**src/hdl/leaf_monitor_macros.svh**
```systemverilog
// leaf monitor constants
// widths, port counts and port numbering shared by the statistics leaf
`ifndef LEAF_MONITOR_MACROS_SVH
`define LEAF_MONITOR_MACROS_SVH

// counter and bus data width
`define PAYLOAD_BITS 32

// default queue counts per side
`define NUM_IN_PORTS  2
`define NUM_OUT_PORTS 2

// port numbering on the overlay
`define NUM_PORT_BITS       4
`define INPUT_PORT_MIN_NUM  2 // port number of input queue 0
`define OUTPUT_PORT_MIN_NUM 9 // port number of output queue 0

// outgoing bus
`define WB_ADR_BITS 8

// must hold a whole report: 3 * inputs + 2 * outputs + 1 words
`define REPORT_FIFO_DEPTH 16

`endif

```
**src/hdl/leaf_monitor_pkg.sv**
```systemverilog
// leaf monitor types
// counter kinds, reporter states and the structs passed between blocks
`include "leaf_monitor_macros.svh"

package leaf_monitor_pkg;

    // encoding is also the low two address bits on the bus
    typedef enum logic [1:0] {
        stall_cnt = 2'd0,
        read_cnt  = 2'd1,
        empty_cnt = 2'd2,
        full_cnt  = 2'd3
    } cnt_type_e;

    // one state per group of report words, in report order
    typedef enum logic [2:0] {
        idle,
        in_read,
        in_empty,
        in_full,
        out_full,
        out_empty,
        stall,
        finished
    } seq_state_e;

    typedef struct packed {
        logic [`NUM_PORT_BITS-1:0] self_port;
        cnt_type_e                 cnt_type;
        logic [`PAYLOAD_BITS-1:0]  value;
    } report_word_t;

    typedef struct packed {
        logic [`PAYLOAD_BITS-1:0] full;
        logic [`PAYLOAD_BITS-1:0] empty;
        logic [`PAYLOAD_BITS-1:0] read;
    } in_queue_cnt_t;

    typedef struct packed {
        logic [`PAYLOAD_BITS-1:0] full;
        logic [`PAYLOAD_BITS-1:0] empty;
    } out_queue_cnt_t;

endpackage

```
**src/hdl/input_port_counters.sv**
```systemverilog
// input queue statistics
// counts full, empty and read cycles per input queue and flags input stalls
`timescale 1ns/1ps
`include "leaf_monitor_macros.svh"

module input_port_counters
    import leaf_monitor_pkg::*;
#(
    parameter int NUM_IN_PORTS = `NUM_IN_PORTS
) (
    input  logic                    clk_user,
    input  logic                    reset_user,
    input  logic                    is_done_mode,
    input  logic [NUM_IN_PORTS-1:0] in_full,
    input  logic [NUM_IN_PORTS-1:0] in_empty,
    input  logic [NUM_IN_PORTS-1:0] in_read,
    output in_queue_cnt_t           in_cnt [NUM_IN_PORTS],
    output logic                    in_stall
);

    // the operator waits on its inputs whenever one of them runs dry
    assign in_stall = |in_empty;

    always_ff @(posedge clk_user) begin
        if (reset_user) begin
            for (int i = 0; i < NUM_IN_PORTS; i++) begin
                in_cnt[i] <= '0;
            end
        end else if (!is_done_mode) begin // frozen once the operator is done
            for (int i = 0; i < NUM_IN_PORTS; i++) begin
                if (in_full[i]) begin
                    in_cnt[i].full <= in_cnt[i].full + 1;
                end
                if (in_empty[i]) begin
                    in_cnt[i].empty <= in_cnt[i].empty + 1;
                end
                if (in_read[i]) begin
                    in_cnt[i].read <= in_cnt[i].read + 1;
                end
            end
        end
    end

endmodule

```
**src/hdl/leaf_monitor_top.sv**
```systemverilog
// statistics leaf top
// queue counters, report sequencer and Wishbone write master
`timescale 1ns/1ps
`include "leaf_monitor_macros.svh"

module leaf_monitor_top
    import leaf_monitor_pkg::*;
#(
    parameter int NUM_IN_PORTS  = `NUM_IN_PORTS,
    parameter int NUM_OUT_PORTS = `NUM_OUT_PORTS
) (
    input  logic                     clk_user,
    input  logic                     reset_user,
    input  logic                     is_done,
    input  logic                     is_done_mode,
    input  logic [NUM_IN_PORTS-1:0]  in_full,
    input  logic [NUM_IN_PORTS-1:0]  in_empty,
    input  logic [NUM_IN_PORTS-1:0]  in_read,
    input  logic [NUM_OUT_PORTS-1:0] out_full,
    input  logic [NUM_OUT_PORTS-1:0] out_empty,
    output logic                     wb_cyc,
    output logic                     wb_stb,
    output logic                     wb_we,
    output logic [`WB_ADR_BITS-1:0]  wb_adr,
    output logic [`PAYLOAD_BITS-1:0] wb_dat_w,
    input  logic                     wb_ack,
    output logic                     report_busy
);

    in_queue_cnt_t  in_cnt [NUM_IN_PORTS];
    out_queue_cnt_t out_cnt [NUM_OUT_PORTS];
    logic           in_stall;
    logic           out_stall;
    report_word_t   word;
    logic           word_valid;
    logic           sending;
    logic           pending;

    // busy from the first emitted word until the last write is acked
    assign report_busy = sending || pending;

    input_port_counters #(
        .NUM_IN_PORTS (NUM_IN_PORTS)
    ) u_in_cnt (
        .clk_user     (clk_user),
        .reset_user   (reset_user),
        .is_done_mode (is_done_mode),
        .in_full      (in_full),
        .in_empty     (in_empty),
        .in_read      (in_read),
        .in_cnt       (in_cnt),
        .in_stall     (in_stall)
    );

    output_port_counters #(
        .NUM_OUT_PORTS (NUM_OUT_PORTS)
    ) u_out_cnt (
        .clk_user     (clk_user),
        .reset_user   (reset_user),
        .is_done_mode (is_done_mode),
        .out_full     (out_full),
        .out_empty    (out_empty),
        .out_cnt      (out_cnt),
        .out_stall    (out_stall)
    );

    queue_cnt_reporter #(
        .NUM_IN_PORTS  (NUM_IN_PORTS),
        .NUM_OUT_PORTS (NUM_OUT_PORTS)
    ) u_reporter (
        .clk_user     (clk_user),
        .reset_user   (reset_user),
        .is_done      (is_done),
        .is_done_mode (is_done_mode),
        .in_cnt       (in_cnt),
        .out_cnt      (out_cnt),
        .in_stall     (in_stall),
        .out_stall    (out_stall),
        .word         (word),
        .word_valid   (word_valid),
        .sending      (sending)
    );

    report_wb_master u_wb_master (
        .clk_user   (clk_user),
        .reset_user (reset_user),
        .word       (word),
        .word_valid (word_valid),
        .wb_cyc     (wb_cyc),
        .wb_stb     (wb_stb),
        .wb_we      (wb_we),
        .wb_adr     (wb_adr),
        .wb_dat_w   (wb_dat_w),
        .wb_ack     (wb_ack),
        .pending    (pending)
    );

endmodule

```
**src/hdl/output_port_counters.sv**
```systemverilog
// output queue statistics
// counts full and empty cycles per output queue and flags output stalls
`timescale 1ns/1ps
`include "leaf_monitor_macros.svh"

module output_port_counters
    import leaf_monitor_pkg::*;
#(
    parameter int NUM_OUT_PORTS = `NUM_OUT_PORTS
) (
    input  logic                     clk_user,
    input  logic                     reset_user,
    input  logic                     is_done_mode,
    input  logic [NUM_OUT_PORTS-1:0] out_full,
    input  logic [NUM_OUT_PORTS-1:0] out_empty,
    output out_queue_cnt_t           out_cnt [NUM_OUT_PORTS],
    output logic                     out_stall
);

    assign out_stall = |out_full; // blocked by a full output queue

    always_ff @(posedge clk_user) begin
        if (reset_user) begin
            for (int i = 0; i < NUM_OUT_PORTS; i++) begin
                out_cnt[i] <= '0;
            end
        end else if (!is_done_mode) begin
            for (int i = 0; i < NUM_OUT_PORTS; i++) begin
                if (out_full[i]) begin
                    out_cnt[i].full <= out_cnt[i].full + 1;
                end
                if (out_empty[i]) begin
                    out_cnt[i].empty <= out_cnt[i].empty + 1;
                end
            end
        end
    end

endmodule

```
**src/hdl/queue_cnt_reporter.sv**
```systemverilog
// queue counter reporter
// counts stall cycles, freezes all counters on done and emits one report
// word per cycle: input read, empty, full, output full, empty, then stall
`timescale 1ns/1ps
`include "leaf_monitor_macros.svh"

module queue_cnt_reporter
    import leaf_monitor_pkg::*;
#(
    parameter int NUM_IN_PORTS  = `NUM_IN_PORTS,
    parameter int NUM_OUT_PORTS = `NUM_OUT_PORTS
) (
    input  logic           clk_user,
    input  logic           reset_user,
    input  logic           is_done,
    input  logic           is_done_mode,
    input  in_queue_cnt_t  in_cnt [NUM_IN_PORTS],
    input  out_queue_cnt_t out_cnt [NUM_OUT_PORTS],
    input  logic           in_stall,
    input  logic           out_stall,
    output report_word_t   word,
    output logic           word_valid,
    output logic           sending
);

    localparam int IN_IDX_BITS  = (NUM_IN_PORTS > 1) ? $clog2(NUM_IN_PORTS) : 1;
    localparam int OUT_IDX_BITS = (NUM_OUT_PORTS > 1) ? $clog2(NUM_OUT_PORTS) : 1;

    localparam logic [`NUM_PORT_BITS-1:0] IN_BASE  = `INPUT_PORT_MIN_NUM;
    localparam logic [`NUM_PORT_BITS-1:0] OUT_BASE = `OUTPUT_PORT_MIN_NUM;
    localparam logic [`NUM_PORT_BITS-1:0] IN_LAST  = `NUM_PORT_BITS'(NUM_IN_PORTS - 1);
    localparam logic [`NUM_PORT_BITS-1:0] OUT_LAST = `NUM_PORT_BITS'(NUM_OUT_PORTS - 1);

    seq_state_e                state;
    seq_state_e                emit_state;
    seq_state_e                next_state;
    logic [`NUM_PORT_BITS-1:0] idx;
    logic [`NUM_PORT_BITS-1:0] emit_idx;
    logic [`NUM_PORT_BITS-1:0] next_idx;
    logic [IN_IDX_BITS-1:0]    in_sel;
    logic [OUT_IDX_BITS-1:0]   out_sel;
    logic                      start;
    logic                      emit;
    logic                      idx_last;

    in_queue_cnt_t             in_snap [NUM_IN_PORTS];
    out_queue_cnt_t            out_snap [NUM_OUT_PORTS];
    logic [`PAYLOAD_BITS-1:0]  stall_count;
    logic [`PAYLOAD_BITS-1:0]  stall_snap;
    report_word_t              word_next;

    // the first word goes out on the done edge itself, before the snapshot
    // registers hold anything, so it is taken from the live counters
    assign start      = (state == idle) && is_done;
    assign emit       = start || ((state != idle) && (state != finished));
    assign emit_state = start ? in_read : state;
    assign emit_idx   = idx; // still zero while idle
    assign in_sel     = emit_idx[IN_IDX_BITS-1:0];
    assign out_sel    = emit_idx[OUT_IDX_BITS-1:0];

    always_comb begin
        word_next.self_port = '0; // stall word carries port 0
        word_next.cnt_type  = stall_cnt;
        word_next.value     = stall_snap;
        case (emit_state)
            in_read: begin
                word_next.self_port = IN_BASE + emit_idx;
                word_next.cnt_type  = read_cnt;
                word_next.value     = start ? in_cnt[in_sel].read : in_snap[in_sel].read;
            end
            in_empty: begin
                word_next.self_port = IN_BASE + emit_idx;
                word_next.cnt_type  = empty_cnt;
                word_next.value     = in_snap[in_sel].empty;
            end
            in_full: begin
                word_next.self_port = IN_BASE + emit_idx;
                word_next.cnt_type  = full_cnt;
                word_next.value     = in_snap[in_sel].full;
            end
            out_full: begin
                word_next.self_port = OUT_BASE + emit_idx;
                word_next.cnt_type  = full_cnt;
                word_next.value     = out_snap[out_sel].full;
            end
            out_empty: begin
                word_next.self_port = OUT_BASE + emit_idx;
                word_next.cnt_type  = empty_cnt;
                word_next.value     = out_snap[out_sel].empty;
            end
            default: ;
        endcase
    end

    // walk ports within a group, then move to the next group
    always_comb begin
        case (emit_state)
            in_read, in_empty, in_full: idx_last = (emit_idx == IN_LAST);
            out_full, out_empty:        idx_last = (emit_idx == OUT_LAST);
            default:                    idx_last = 1'b1;
        endcase
        next_state = emit_state;
        if (idx_last) begin
            case (emit_state)
                in_read:   next_state = in_empty;
                in_empty:  next_state = in_full;
                in_full:   next_state = out_full;
                out_full:  next_state = out_empty;
                out_empty: next_state = stall;
                stall:     next_state = finished;
                default:   next_state = emit_state;
            endcase
        end
        next_idx = idx_last ? '0 : emit_idx + 1;
    end

    always_ff @(posedge clk_user) begin
        if (reset_user) begin
            state       <= idle;
            idx         <= '0;
            word_valid  <= 1'b0;
            sending     <= 1'b0;
            stall_count <= '0;
        end else begin
            if (!is_done_mode && (in_stall || out_stall)) begin
                stall_count <= stall_count + 1;
            end
            word_valid <= emit;
            if (emit) begin
                state <= next_state;
                idx   <= next_idx;
            end
            if (start) begin
                sending <= 1'b1;
            end else if (state == finished) begin
                sending <= 1'b0; // last word is already in the buffer by now
            end
        end
    end

    always_ff @(posedge clk_user) begin
        if (start) begin
            in_snap    <= in_cnt;
            out_snap   <= out_cnt;
            stall_snap <= stall_count;
        end
        if (emit) begin
            word <= word_next;
        end
    end

endmodule

```
**src/hdl/report_wb_master.sv**
```systemverilog
// report bus master
// buffers report words and writes each one out as a Wishbone classic
// single write, address built from port number and counter type
`timescale 1ns/1ps
`include "leaf_monitor_macros.svh"

module report_wb_master
    import leaf_monitor_pkg::*;
(
    input  logic                     clk_user,
    input  logic                     reset_user,
    input  report_word_t             word,
    input  logic                     word_valid,
    output logic                     wb_cyc,
    output logic                     wb_stb,
    output logic                     wb_we,
    output logic [`WB_ADR_BITS-1:0]  wb_adr,
    output logic [`PAYLOAD_BITS-1:0] wb_dat_w,
    input  logic                     wb_ack,
    output logic                     pending
);

    localparam int PTR_BITS = $clog2(`REPORT_FIFO_DEPTH);

    report_word_t        fifo_mem [`REPORT_FIFO_DEPTH];
    logic [PTR_BITS:0]   wr_ptr; // extra bit tells full from empty
    logic [PTR_BITS:0]   rd_ptr;
    logic                fifo_empty;
    report_word_t        head;
    logic                bus_active;

    assign fifo_empty = (wr_ptr == rd_ptr);
    assign head       = fifo_mem[rd_ptr[PTR_BITS-1:0]];
    assign pending    = !fifo_empty || bus_active;

    // head entry stays put until it is popped on ack, so the address and
    // data hold steady for the whole transfer
    assign wb_cyc   = bus_active;
    assign wb_stb   = bus_active;
    assign wb_we    = bus_active; // write only
    assign wb_adr   = `WB_ADR_BITS'({head.self_port, head.cnt_type});
    assign wb_dat_w = head.value;

    always_ff @(posedge clk_user) begin
        if (word_valid) begin
            fifo_mem[wr_ptr[PTR_BITS-1:0]] <= word;
        end
    end

    always_ff @(posedge clk_user) begin
        if (reset_user) begin
            wr_ptr     <= '0;
            rd_ptr     <= '0;
            bus_active <= 1'b0;
        end else begin
            if (word_valid) begin
                wr_ptr <= wr_ptr + 1;
            end
            if (!bus_active) begin
                if (!fifo_empty) begin
                    bus_active <= 1'b1; // open next write
                end
            end else if (wb_ack) begin
                bus_active <= 1'b0; // idle at least one cycle between writes
                rd_ptr     <= rd_ptr + 1;
            end
        end
    end

endmodule

```
**config.mk**
```make
export PLATFORM = sky130hd
export DESIGN_NAME = leaf_monitor_top
export DESIGN_NICKNAME = d
export VERILOG_FILES = /design/src/hdl/leaf_monitor_pkg.sv /design/src/hdl/input_port_counters.sv /design/src/hdl/leaf_monitor_top.sv /design/src/hdl/output_port_counters.sv /design/src/hdl/queue_cnt_reporter.sv /design/src/hdl/report_wb_master.sv
export VERILOG_INCLUDE_DIRS = /design/src /design/src/hdl
export SDC_FILE = /design/constraint.sdc
export NUM_CORES = 2
export LEC_CHECK = 0
export ABC_AREA = 0
export BUFFER_PORTS_ARGS = -buffer_cell sky130_fd_sc_hd__buf_2
export CORE_AREA = 2 2 352 354
export CTS_CLUSTER_DIAMETER = 100
export DETAILED_ROUTE_END_ITERATION = 7
export DIE_AREA = 0 0 354 356
export PLACE_DENSITY_LB_ADDON = 0.25
export SLEW_MARGIN = 20
export SYNTH_ARGS = -nofsm -noshare
export SYNTH_HDL_FRONTEND = slang
export SYNTH_SLANG_ARGS = --single-unit
```
**constraint.sdc**
```tcl
create_clock -name clk_user -period 9.2 [get_ports clk_user]
set_clock_uncertainty 0.1 [all_clocks]
set_input_delay 0.92 -clock clk_user [delete_from_list [all_inputs] [get_ports clk_user]]
set_output_delay 0.92 -clock clk_user [all_outputs]
set_load 0.02 [all_outputs]
```
* After elaboration in Yosys (flattened, before gate mapping)
Memories as Yosys holds them, arrays and structs flattened. A register that Yosys moved wholly into a read port is not among the register bits. Index checks and enable logic that the tools add are counted.
Operators by class: reduce and logical (&&, ||, !) cells 26, eq/ne operators 10, muxes and demuxes 25, bitwise operators 2, magnitude comparators 1, $add $sub $neg 16
Operator list (number):
- 32-bit by 1-bit adder with 32-bit output (second input constant) | 11
- 96-bit 2-to-1 mux | 3
- 64-bit 2-to-1 mux | 3
- 38-bit one-hot mux with 5 select lines | 1
- 32-bit 2-to-1 mux | 4
- 2-bit AND reduction | 11
- 3-bit one-hot mux with 6 select lines | 1
- 3-bit == test (second input constant) | 4
- 4-bit 2-to-1 mux | 3
- 5-bit by 1-bit adder with 5-bit output (second input constant) | 2
- 1-bit 2-to-1 mux | 8
- 3-bit by 2-bit == test with 1-bit output (second input constant) | 2
- 3-bit 2-to-1 mux | 2
- 5-bit == test | 1
- 5-bit OR reduction | 1
- 2-bit by 4-bit adder with 4-bit output (first input constant) | 1
- 4-bit by 1-bit adder with 4-bit output (second input constant) | 1
- 4-bit adder (first input constant) | 1
- 4-bit by 1-bit == test with 1-bit output (second input constant) | 1
- 1-bit logical OR | 4
- 2-bit OR reduction | 2
- 3-bit by 1-bit == test with 1-bit output (second input constant) | 1
- 1-bit logical AND | 3
- 3-bit logical NOT | 1
- 7 further kinds | 8
Storage, ports and cells: memories 1, input bits 15, RAM bits 608, logic and storage cells 113, output and inout port bits 44, register bits 762
Memory list:
- u_wb_master.fifo_mem | words 16, bits a word 38, rd ports 1, clocked after Yosys merged registers in 1, write ports 1, line report_wb_master.sv:25 | report_word_t fifo_mem [`REPORT_FIFO_DEPTH];

* Longest topological paths before layout
word-level depth 7, mapped depth 8, gate-level depth less buffers 7

* Modules after synthesis
A second synthesis with hierarchy kept.
Second synthesis, totals: cells, all modules 3983, area, all modules 56061.3 um^2
By module, submodules not included:
- report_wb_master | seq. area each 18557.8 um^2, times used 1, cells an instance 1021, area an instance 23488.8 um^2
- queue_cnt_reporter | seq. area each 12532.0 um^2, times used 1, cells an instance 1247, area an instance 17869.6 um^2
- input_port_counters | seq. area each 3843.7 um^2, times used 1, cells an instance 996, area an instance 8632.0 um^2
- output_port_counters | seq. area each 2562.5 um^2, times used 1, cells an instance 718, area an instance 6064.6 um^2
- leaf_monitor_top | seq. area each 0.0 um^2, times used 1, cells an instance 1, area an instance 6.3 um^2

* Least setup slack after synthesis
No wires, ideal clock.
path type input to register, start point input port is_done, end point register u_reporter.word[0] (netlist name), stages 6, path slack 2.410 ns, arrival time 6.559 ns, required time 8.969 ns, cells stage by stage nand2b_1 nor3_1 buf_2 mux4_2 nand2_1 nand2_1
RTL lines:
- start: declaration | line leaf_monitor_top.sv:14 | input logic is_done,

==> summary.txt <==
Status
  • Status: finished clean

Worst setup path
  • Element type at the critical path start: register
  • Crit. End Element: output pin
  • Standard cell with the maximum stage delay on the critical path: buf_4
  • Largest stage delay on the critical path: between 0.8 and 0.9 ns
  • Required time at the worst-slack endpoint: 8.18 ns
  • Worst setup slack for register-to-register paths: 5.72 ns
  • Endpoint of the worst-slack reg-to-reg timing path: u_reporter.word[22]$_DFFE_PP_
  • Classification of the worst setup path: reg -> out
  • Cells along the critical path: buf_4 -> mux4_2 -> mux4_2 -> buf_2
  • Max Fanout on Critical Path: 50
  • Startpoint of the worst-slack reg-to-reg timing path: u_reporter.emit_idx[0]$_SDFFE_PP0P_
  • R2R cell count: 5
  • Arrival time reported for the critical path endpoint: 3.75 ns
  • Most used cell, CP: mux4_2

Final layout
  • Layout overhead on the synthesized area: 12.26%
  • Area taken by multi-input logic gates: around 16,000 um^2
  • Sequential cell area: about 38,000 um^2
  • Fillers: 10.31k
  • Layout Nets: 3,705
  • Fraction of final layout cells with drive strength greater than 1: 15.44%

Floorplan
  • Width of the chip: 354 um
  • Die span in y: 356 um
  • Placement row count: 129
  • Initial cell density of the core: between 40% and 50%
  • Die outline area: 126,000 um^2
  • Area of the core: 122,700 um^2
  • # IOs: 59

Hold path
  • Type of the worst min-delay path: reg -> reg
  • Sink of the worst hold path: u_reporter.in_snap[189]$_DFFE_PP_
  • Origin of the worst min-delay path: u_in_cnt.in_cnt[189]$_SDFFE_PP0P_
  • Hold Path Depth: 0

STA
  • Hold Violations, Final: 0
  • Maximum clock frequency: 209.7 MHz
  • Pins over their slew limit: 0
  • Total Neg Setup Slack: 0 ns
  • Setup-violating endpoint count in the final report: 0
  • Final critical delay including setup and external delays: around 4.8 ns
  • Worst-margin pin slew: 1.123 ns
  • Unrepaired setup endpoints after global routing: no
  • Relative slew margins: 24.43%
  • Crit share post-route: 51.82%

Synth
  • Count of state elements after synthesis: ~1.4k
  • Share of synthesized area occupied by flip-flops and latches: 68.55%
  • Syn_area_per_cell: 15.19 um^2
  • Most frequent cells after synthesis: edfxtp_1 (998), dfxtp_1 (376), nor2_1 (363), mux4_2 (222), nand2_1 (177)
  • Library cell occupying the most area in the post-synthesis netlist: edfxtp_1
  • Share of flip-flops with an asynchronous set or reset after synthesis: 0%
  • Cell Area, Synth: between 50,000 and 60,000 um^2
  • Share of the synthesized area in the top cell type: 54.79%
  • Count of yosys warnings during synthesis: 0
  • Distinct cell type count after synthesis: 62
  • Cell with the most instances after synthesis: edfxtp_1
  • Cell count after synthesis: 3,601
  • Leading cell types by total area after synthesis: edfxtp_1 (55%), dfxtp_1 (14%), mux4_2 (9.1%)
  • Number of flops mapped to enable cells by yosys: around 1,000
  • Prevailing post-synth register cell: edfxtp_1

Routing
  • Detailed-route wire length per cell: 22.53 um
  • 1st-iter DRT viols: between 2k and 2.5k
  • Number of nets with antenna violations after routing: 0
  • Total via count in the routed design: 29.96k
  • Number of vias per cell after detailed routing: 5.520
  • Final wirelength: 122.3 mm
  • Number of detailed-routing iterations run before antenna repair: 6
  • Remaining routing DRC violations: 0

Power
  • P_int: 11.10 mW
  • Overall power consumption: 14.59 mW
  • Logic gate share of total power: 8.5%
  • Switching share of power: 23.92%
  • Areal power density over the cells: approximately 240 nW/um^2
  • Pleak: 19.64 nW
  • Part of the power in the clock network: a little under 40%
  • Proportion of power drawn by flip-flops and latches: 52.3%
  • Net switching power figure: 3.490 mW
  • Peak supply drop: 0.1928 mV

Clock tree
  • Clock Pin Slew Worst Setup and Hold Paths: ~0.060 ns
  • CTS tree: built
  • Total CTS buffers: between 100 and 150
  • Max clock buf depth: 3
  • Root buf cell: clkbuf_16
  • Count of hold-fix buffers inserted at cts: 0
  • Post-CTS setup-driven buffer insertion count: 0
  • TritonCTS sink count: 1,374
  • Insertion delay of the later-clocked pin in the worst-skew pair: 0.75 ns
  • CTS H-tree lvls: 4
  • Post_cts resized: 0

Placed design
  • Placer congestion estimate: slightly below 0.8
  • Half-perimeter wire length after detailed placement: 73.60 mm
  • I/O Buffers: 56

GRT
  • Via count of the first global-routing pass: ~29k
  • Antenna violations before repair: 3
  • Sum of overflow across all layers after global routing: 0
  • Global-route usage over all layers: 19.55%
  • Maximum number of pins on one net before global-route repair: 194
  • Global-route wire length before repair: around 190 mm

Flow run
  • Max-capacitance violation count: 0
worst max-delay path by stage:
stage               startpoint                           end  slack (ns)  cells after the start
CTS                   register                  wb_dat_w[20]        4.28                      4
floorplan              is_done  u_reporter.word[0]$_DFFE_PP_        2.41                      6
detailed placement    register                  wb_dat_w[20]        5.10                      4
global placement      register                     wb_adr[1]        5.15                      4
finish                register                     wb_adr[1]        4.43                      4
global route          register                     wb_adr[1]        4.10                      4
final cells by class:
cell class | count | share of cell area, %
antenna | 2 | 0.008150
timing repair buffer | 96 | 1.043
multi-input combinational | 2010 | 26.64
clock inverter | 67 | 1.161
inverter | 46 | 0.2812
sequential | 1374 | 61.09
tap | 1637 | 3.336
clock buffer | 196 | 6.437
logic make-up after synthesis:
family	synth area share (%)
compound gates	2.379
fa+ha+maj	0.4346
other cells	0.006856
buf+inv	1.613
mux	11.68
simple gates	10.41
flops	68.55
xor+xnor	4.916
worst max-delay path: cells and delay by family, from the launching register on:
| kind | cells | cell delay [ns] |
|---|---|---|
| buffers and inverters | 2 | 1.02 |
| flip-flops | 1 | 0.78 |
| multiplexers | 2 | 1.08 |
stage by stage:
step           setup WS (ns)  area [um^2]  util [%]  std cells  hold slack, ns
6_report               4.432        61410     50.06       5428          0.3462
5_1_grt                4.102        61400     50.05       5426          0.3626
4_1_cts                4.275        61400     50.05       5426          0.3438
3_5_place_dp           5.095        56730     46.25       5163          0.3306
3_3_place_gp           5.147        56730     46.25       5163          0.3234
2_1_floorplan          2.410        54700         -       3602          0.3082
routing by layer:
metal | up-vias | part of all wire, % | GRT usage (%)
li1 | 13880 | - | -
met1 | 15240 | 44 | 26.68
met2 | 684 | 50 | 32.81
met4 | 4 | 1.9 | 4.932
met3 | 159 | 4.6 | 3.119
met5 | - | 0.020 | 0
power by group through the flow:
stage,combinational (mW),sequential [mW],clock (mW)
floorplan,0.890,7.60,0
global placement,1.27,7.75,0
detailed placement,1.27,7.76,0
CTS,1.27,7.63,5.85
global route,1.33,7.69,6.10
finish,1.24,7.63,5.72
layout by cell type, fill, tap and decap left out, drive strengths merged, types with 4 or more instances in the layout:
cell type | Yosys | layout
and3 | 31 | 31
nand2b | 6 | 6
and4 | 36 | 36
xor2 | 152 | 152
mux2i | 139 | 139
nor2 | 363 | 363
o21ai | 52 | 52
clkbuf | 122 | 196
and2 | 24 | 24
nor2b | 17 | 17
inv | 46 | 54
or2 | 7 | 7
xnor2 | 155 | 155
nand4 | 107 | 107
bufinv | 0 | 12
a21oi | 58 | 58
dfxtp | 376 | 376
nor4 | 48 | 48
o22ai | 65 | 65
clkinv | 0 | 45
edfxtp | 998 | 998
mux4 | 222 | 222
nand3 | 121 | 121
a211oi | 32 | 32
ha | 19 | 19
or3 | 49 | 49
nor3 | 74 | 74
nor3b | 4 | 4
nand2 | 177 | 177
nand4b | 11 | 11
buf | 50 | 96
or4 | 11 | 11
flip-flops by register name, summed over array words and instances (netlist names), named ones only:
signal and cells:
u_reporter.out_snap 128, u_in_cnt.in_cnt 192, u_reporter.word 38, u_wb_master.rd_ptr 5, u_out_cnt.out_cnt 128, u_reporter.emit_idx 4, u_reporter.in_snap 192, u_reporter.stall_snap 32
u_wb_master.wb_cyc 1, u_wb_master.fifo_mem 608, u_wb_master.wr_ptr 5, u_reporter.state 3, u_reporter.sending 1, u_reporter.word_valid 1, u_reporter.stall_count 32
Note: power is estimated with default switching activity, not from simulation.
